===== src/source/sova_pkg.sv =====
package sova_pkg;

    // trellis geometry
    localparam int NUM_STATES = 4;
    localparam int TRACEBACK = 10;

    // datapath widths
    localparam int TRANSITION_W = 16;
    localparam int METRIC_W = 24;

    typedef logic [TRANSITION_W-1:0] transition_t;

    // path metrics, deltas and reliabilities wrap modulo 2^METRIC_W
    typedef logic [METRIC_W-1:0] metric_t;

    typedef enum logic [1:0] {
        S0,
        S1,
        S2,
        S3
    } trellis_state_t;

    // index of the first smallest value, lowest index wins a tie
    function automatic trellis_state_t first_min(input metric_t c [NUM_STATES]);
        trellis_state_t idx;
        idx = S0;
        for (int k = 1; k < NUM_STATES; k++) begin
            if (c[k] < c[idx]) begin
                idx = trellis_state_t'(k[1:0]);
            end
        end
        return idx;
    endfunction

endpackage


===== src/source/acs_delta_stage.sv =====
`timescale 1ns/1ps

module acs_delta_stage
    import sova_pkg::*;
(
    input  logic           clk,
    input  logic           reset,
    input  logic           step_valid,
    input  transition_t    branch_metric [NUM_STATES][NUM_STATES],
    output logic           delta_valid,
    output metric_t        delta [NUM_STATES][NUM_STATES],
    output trellis_state_t step_best,
    output metric_t        step_best_metric
);

    metric_t        path_metric [NUM_STATES];
    metric_t        cum_metric [NUM_STATES][NUM_STATES];
    metric_t        new_metric [NUM_STATES];
    trellis_state_t sel_pred [NUM_STATES];
    trellis_state_t new_best;

    // add and compare for every destination state
    always_comb begin
        for (int s = 0; s < NUM_STATES; s++) begin
            for (int k = 0; k < NUM_STATES; k++) begin
                cum_metric[s][k] = path_metric[k] + metric_t'(branch_metric[s][k]);
            end
            sel_pred[s] = first_min(cum_metric[s]);
            new_metric[s] = cum_metric[s][sel_pred[s]];
        end
        new_best = first_min(new_metric);
    end

    // survivor metrics only move on an accepted step
    always_ff @(posedge clk) begin
        if (reset) begin
            for (int s = 0; s < NUM_STATES; s++) begin
                path_metric[s] <= '0;
            end
        end else if (step_valid) begin
            path_metric <= new_metric;
        end
    end

    always_ff @(posedge clk) begin
        if (reset) begin
            delta_valid <= 1'b0;
        end else begin
            delta_valid <= step_valid;
        end
    end

    // deltas measured from the selected survivor
    always_ff @(posedge clk) begin
        if (step_valid) begin
            for (int s = 0; s < NUM_STATES; s++) begin
                for (int k = 0; k < NUM_STATES; k++) begin
                    delta[s][k] <= cum_metric[s][k] - new_metric[s];
                end
            end
            step_best <= new_best;
            step_best_metric <= new_metric[new_best];
        end
    end

    // last cycle's winner holds the first zero delta of its row
    for (genvar g = 0; g < NUM_STATES; g++) begin : g_sel_check
        for (genvar k = 0; k < NUM_STATES; k++) begin : g_pred
            a_sel_zero : assert property (
                @(posedge clk) disable iff (reset)
                delta_valid && k <= int'($past(sel_pred[g]))
                    |-> (delta[g][k] == '0) == (k == int'($past(sel_pred[g])))
            );
        end
    end

endmodule


===== config.mk =====
export PLATFORM = sky130hd
export DESIGN_NAME = acs_delta_stage
export DESIGN_NICKNAME = d
export VERILOG_FILES = /design/src/source/sova_pkg.sv /design/src/source/acs_delta_stage.sv
export SDC_FILE = /design/constraint.sdc
export NUM_CORES = 2
export LEC_CHECK = 0
export BUFFER_PORTS_ARGS = -buffer_cell sky130_fd_sc_hd__buf_2
export CAP_MARGIN = 25
export CELL_PAD_IN_SITES_DETAIL_PLACEMENT = 1
export CELL_PAD_IN_SITES_GLOBAL_PLACEMENT = 1
export CORE_ASPECT_RATIO = 1.2
export CORE_MARGIN = 1.5
export CORE_UTILIZATION = 42
export CTS_BUF_LIST = sky130_fd_sc_hd__clkbuf_8
export DETAILED_ROUTE_END_ITERATION = 16
export HOLD_SLACK_MARGIN = 0.05
export PLACE_DENSITY_LB_ADDON = 0.1
export SLEW_MARGIN = 20
export SYNTH_ARGS = -nofsm -noshare
export SYNTH_HDL_FRONTEND = slang
export SYNTH_SLANG_ARGS = --single-unit

===== constraint.sdc =====
create_clock -name clk -period 17.7 [get_ports clk]
set_input_delay 0.885 -clock clk [delete_from_list [all_inputs] [get_ports clk]]
set_output_delay 0.885 -clock clk [all_outputs]
set_load 0.005 [all_outputs]

-- After elaboration in Yosys (flattened, before gate mapping)
Cells that the tools add are included.
- add/subtract/negate cells: 32
- multiply operators: 0
- div/mod/pow operators: 0
- $lt $le $gt $ge: 30
- eq/ne operators: 0
- shift-type cells: 0
- multiplexer cells: 60
- bitwise gates (word level): 15
- reduce and logical (&&, ||, !) cells: 0
- operator list (kind ; number):
    24-bit binary-select mux with 2-bit select ; 15
    24-bit 2-to-1 mux ; 30
    24-bit by 16-bit adder with 24-bit output ; 16
    24-bit subtractor ; 16
    24-bit less-than comparator ; 15
    3-bit >= comparator, second input constant ; 15
    2-bit inverter with 3-bit output ; 15
    2-bit 2-to-1 mux ; 10
    1-bit 2-to-1 mux ; 5
- register bits after elaboration: 507
- latch bits: 0
- memory bits (writable): 0
- ROM bits: 0
- output and inout bits: 411
- memories kept: 0

-- Depth between registers and ports, before layout
- depth after elaboration: 37
- gate-level depth with buffers: 105
- depth with buffers taken out: 94

-- Least setup slack after synthesis
No wires, ideal clock.
- kind: input port to flip-flop
- start: input port branch_metric[177] (netlist bit)
- end: register step_best_metric[4], data pin
- arrival time: 18759 ps
- required time: 17420 ps
- path slack: -1339 ps
- cell stages on the path: 101
- path buffers: 11
- path through: ha_1 > a211o_1 > a2111oi_2 > o21bai_1 > a21o_1 > a21o_1 > a21oi_1 > o21bai_1 > a21o_1 > a21oi_1 > xnor2_1 > inv_1 > ha_1 > nand4_1 > or4_1 > o221a_2 > o31a_1 > clkbuf_1 > [... 65 more ...] > buf_2 > mux2_2 > ha_1 > a21o_1 > a21oi_1 > nor2b_1 > o21ai_0 > nand2b_1 > a21oi_1 > nor2b_1 > o21ai_0 > nand2b_1 > a221o_1 > a21o_1 > a21o_1 > nor2_2 > buf_2 > mux2i_1
- RTL lines (item ; RTL line ; source):
    from (decl) ; acs_delta_stage.sv:9 ; input transition_t branch_metric [NUM_STATES][NUM_STATES],
    to (signal assigned) ; acs_delta_stage.sv:62 ; step_best_metric <= new_metric[new_best];
    to (decl) ; acs_delta_stage.sv:13 ; output metric_t step_best_metric

==> flow_summary_export.csv <==
group,metric,value,unit
routing,wl_per_cell,28.7,um
worst_setup_path,cp.arrival,17830,ps
cts,cts.reportedPaths.clkPinSlew,70,ps
worst_setup_path,cp_slowest_cell,"dfxtp_1",
cells_and_area,area_delta_synth_final,25.2,%
worst_setup_path,endpoint_kind,"flop",
routing,vias_per_cell,5.81,
routing,drt_pre_antenna_iters,5,
routing,topRoutingLayerUsed,"met5",
die,fp-row-count,147,
hold_path,hp-class,"in2reg",
cts,clockBufferDepth,3,
logic_synthesis,synth_edf_count,410,
routing,wl_met2,134,mm
logic_synthesis,async_reset_ff_frac,0,
die,die_w,338,um
timing,hold_violations,0,
routing,drt-met1-wl,107,mm
timing,worstMarginPinSlew,1320,ps
logic_synthesis,synth.distinct_cells,102,
global_routing,grt-ovfl-total,0,
placed_design,finalWeightedCongestion,1.06,
timing,fmax,58.1,MHz
die,die_h,405,um
placed_design,portBuffers,669,
routing,drc,0,
cells_and_area,final_cells,9915,
routing,postRouteAntennaNets,0,
worst_setup_path,crit_type,"reg2reg",
cells_and_area,num-nets-final,9266,
global_routing,grt_pass1_vias,59220,
routing,wl_met3,19.3,mm
cells_and_area,multiInputGateArea,40400,sq um
logic_synthesis,yosys_warnings,0,
cts,insertion_delay,880,ps
global_routing,grtUsageTotal,0.405,
logic_synthesis,syn_area,56500,sq um
cells_and_area,seqCellArea,14300,sq um
logic_synthesis,synth_cells,6555,
timing,fin_crit,17220,ps
worst_setup_path,start_kind,"flop",
logic_synthesis,synth_flop_cell,"edfxtp_1",
outcome,status,"finished, final reports clean",
placed_design,place_hpwl,242,mm
worst_setup_path,crit_required,18310,ps
global_routing,grt_pass1_wl,398,mm
routing,drt_wl_total,285,mm
logic_synthesis,ys_seq_elements,507,
timing,relSlewSlack,0.114,
cts,htree_num_levels,3,
die,io_pins,670,
cells_and_area,final_cell_mix,"ha_1 (942), buf_4 (795), nor2_1 (741), buf_2 (669), inv_1 (594)",
die,fp.coreArea,134000,sq um
worst_setup_path,crit_fanout,6,
cells_and_area,final_common_cell,"ha_1",
worst_setup_path,cpMostUsedCell,"a21o_1",
timing,slew_violations,0,
logic_synthesis,synth.avg_cell_area,8.62,sq um
worst_setup_path,critPathMaxStageDelay,970,ps
logic_synthesis,yosysSeqAreaShare,0.252,
die,initial_core_util,0.423,
global_routing,antenna_found_initial,69,
flow_run,max_cap_violations,0,
global_routing,grt_start_max_net_pins,109,
cts,cts_tree,"done",
timing,final-setup-viol-count,0,
cts,ctsRootBufferMaster,"clkbuf_8",
cts,cts_hold_buf,0,
routing,num_vias,57601,
cells_and_area,drive_gt1_frac,0.228,
cells_and_area,utilization,0.529,
placed_design,post-place-cells,9673,
logic_synthesis,synth_nets,7807,
routing,drtIter0Drc,4064,
die,dieArea,137000,sq um
timing,post-route-period-util,0.973,
timing,fin_setup_tns,0,ps
timing,finClkSkew,95.6,ps
cells_and_area,fill_cells,16148,
cts,numClockSinks,507,
cts,cts_buffers,89,
cells in the mapped netlist (all sizes together), types with 97 or more instances:
master,n,area [sq um]
xor2,169,1480
nor2b,101,632
edfxtp,410,12300
mux2i,199,1990
nand2,378,1420
nor2,750,2820
a21oi,476,2410
o21ai,369,1850
a211oi,97,733
nand3,142,711
ha,961,12000
inv,574,2150
a21o,224,1680
nor3,152,761
a21boi,105,788
dfxtp,97,1940
xnor2,399,3490
cell type report:
class,instances,area share
Tap cell,1788,0.0316
Clock inverter,69,0.00759
Timing Repair Buffer,1489,0.137
Sequential cell,507,0.202
Multi-Input combinational cell,5350,0.571
Inverter,577,0.0306
Antenna cell,42,0.00149
Clock buffer,93,0.0181
what timing repair did:
action | CTS | global route
endpoints found under the setup margin | 26 | 26
buffers inserted | 11 | 23
pin swaps | 17 | 101
gates cloned | 3 | 2
gates resized for setup | 44 | 117
critical path: cells and delay by family (launching register included):
kind | cells | cell delay, ps
multiplexers | 4 | 1050
AND/OR/NAND/NOR | 17 | 2600
flip-flops | 1 | 970
adder cells (fa/ha/maj) | 7 | 1920
buffers and inverters | 12 | 1600
XOR/XNOR | 1 | 180
AO/OA/AOI/OAI | 49 | 8600
logic make-up after synthesis:
logic type / synth area share
AND/OR/NAND/NOR: 0.149
AO/OA/AOI/OAI: 0.194
adder cells (fa/ha/maj): 0.225
buffers and inverters: 0.0473
XOR/XNOR: 0.0884
flip-flops: 0.252
multiplexers: 0.0441
registers in the layout (all words and copies together) (netlist names):
| name | count |
|---|---|
| step_best_metric | 24 |
| delta | 384 |
| path_metric | 96 |
| delta_valid | 1 |
| step_best | 2 |
metrics by stage:
step	instance area (sq um)	hold slack, ps	setup WS (ps)
floorplan	56700	512	16.8
global placement	67700	654	-480
detailed placement	67800	667	-779
CTS	69900	383	1.10
global route	70700	496	-190
finish	70700	444	478
metal layers:
metal	vias to the layer above	global-route usage
li1	26643	-
met4	36	0.304
met3	769	0.0783
met5	-	0
met1	28125	0.452
met2	2028	0.682
worst paths after layout:
| check | startpoint | to | slack (ps) | cells after the start |
|---|---|---|---|---|
| max | path_metric[81] | step_best_metric[0] | 480 | 90 |
| min | reset | path_metric[65] | 440 | 2 |
| max reg2reg | path_metric[81] | step_best_metric[0] | 480 | 90 |
| min reg2reg | path_metric[23] | path_metric[23] | 690 | 2 |
Power is not shown: default switching activity piles up to over one toggle a cycle in this logic, so the estimate is an artifact.
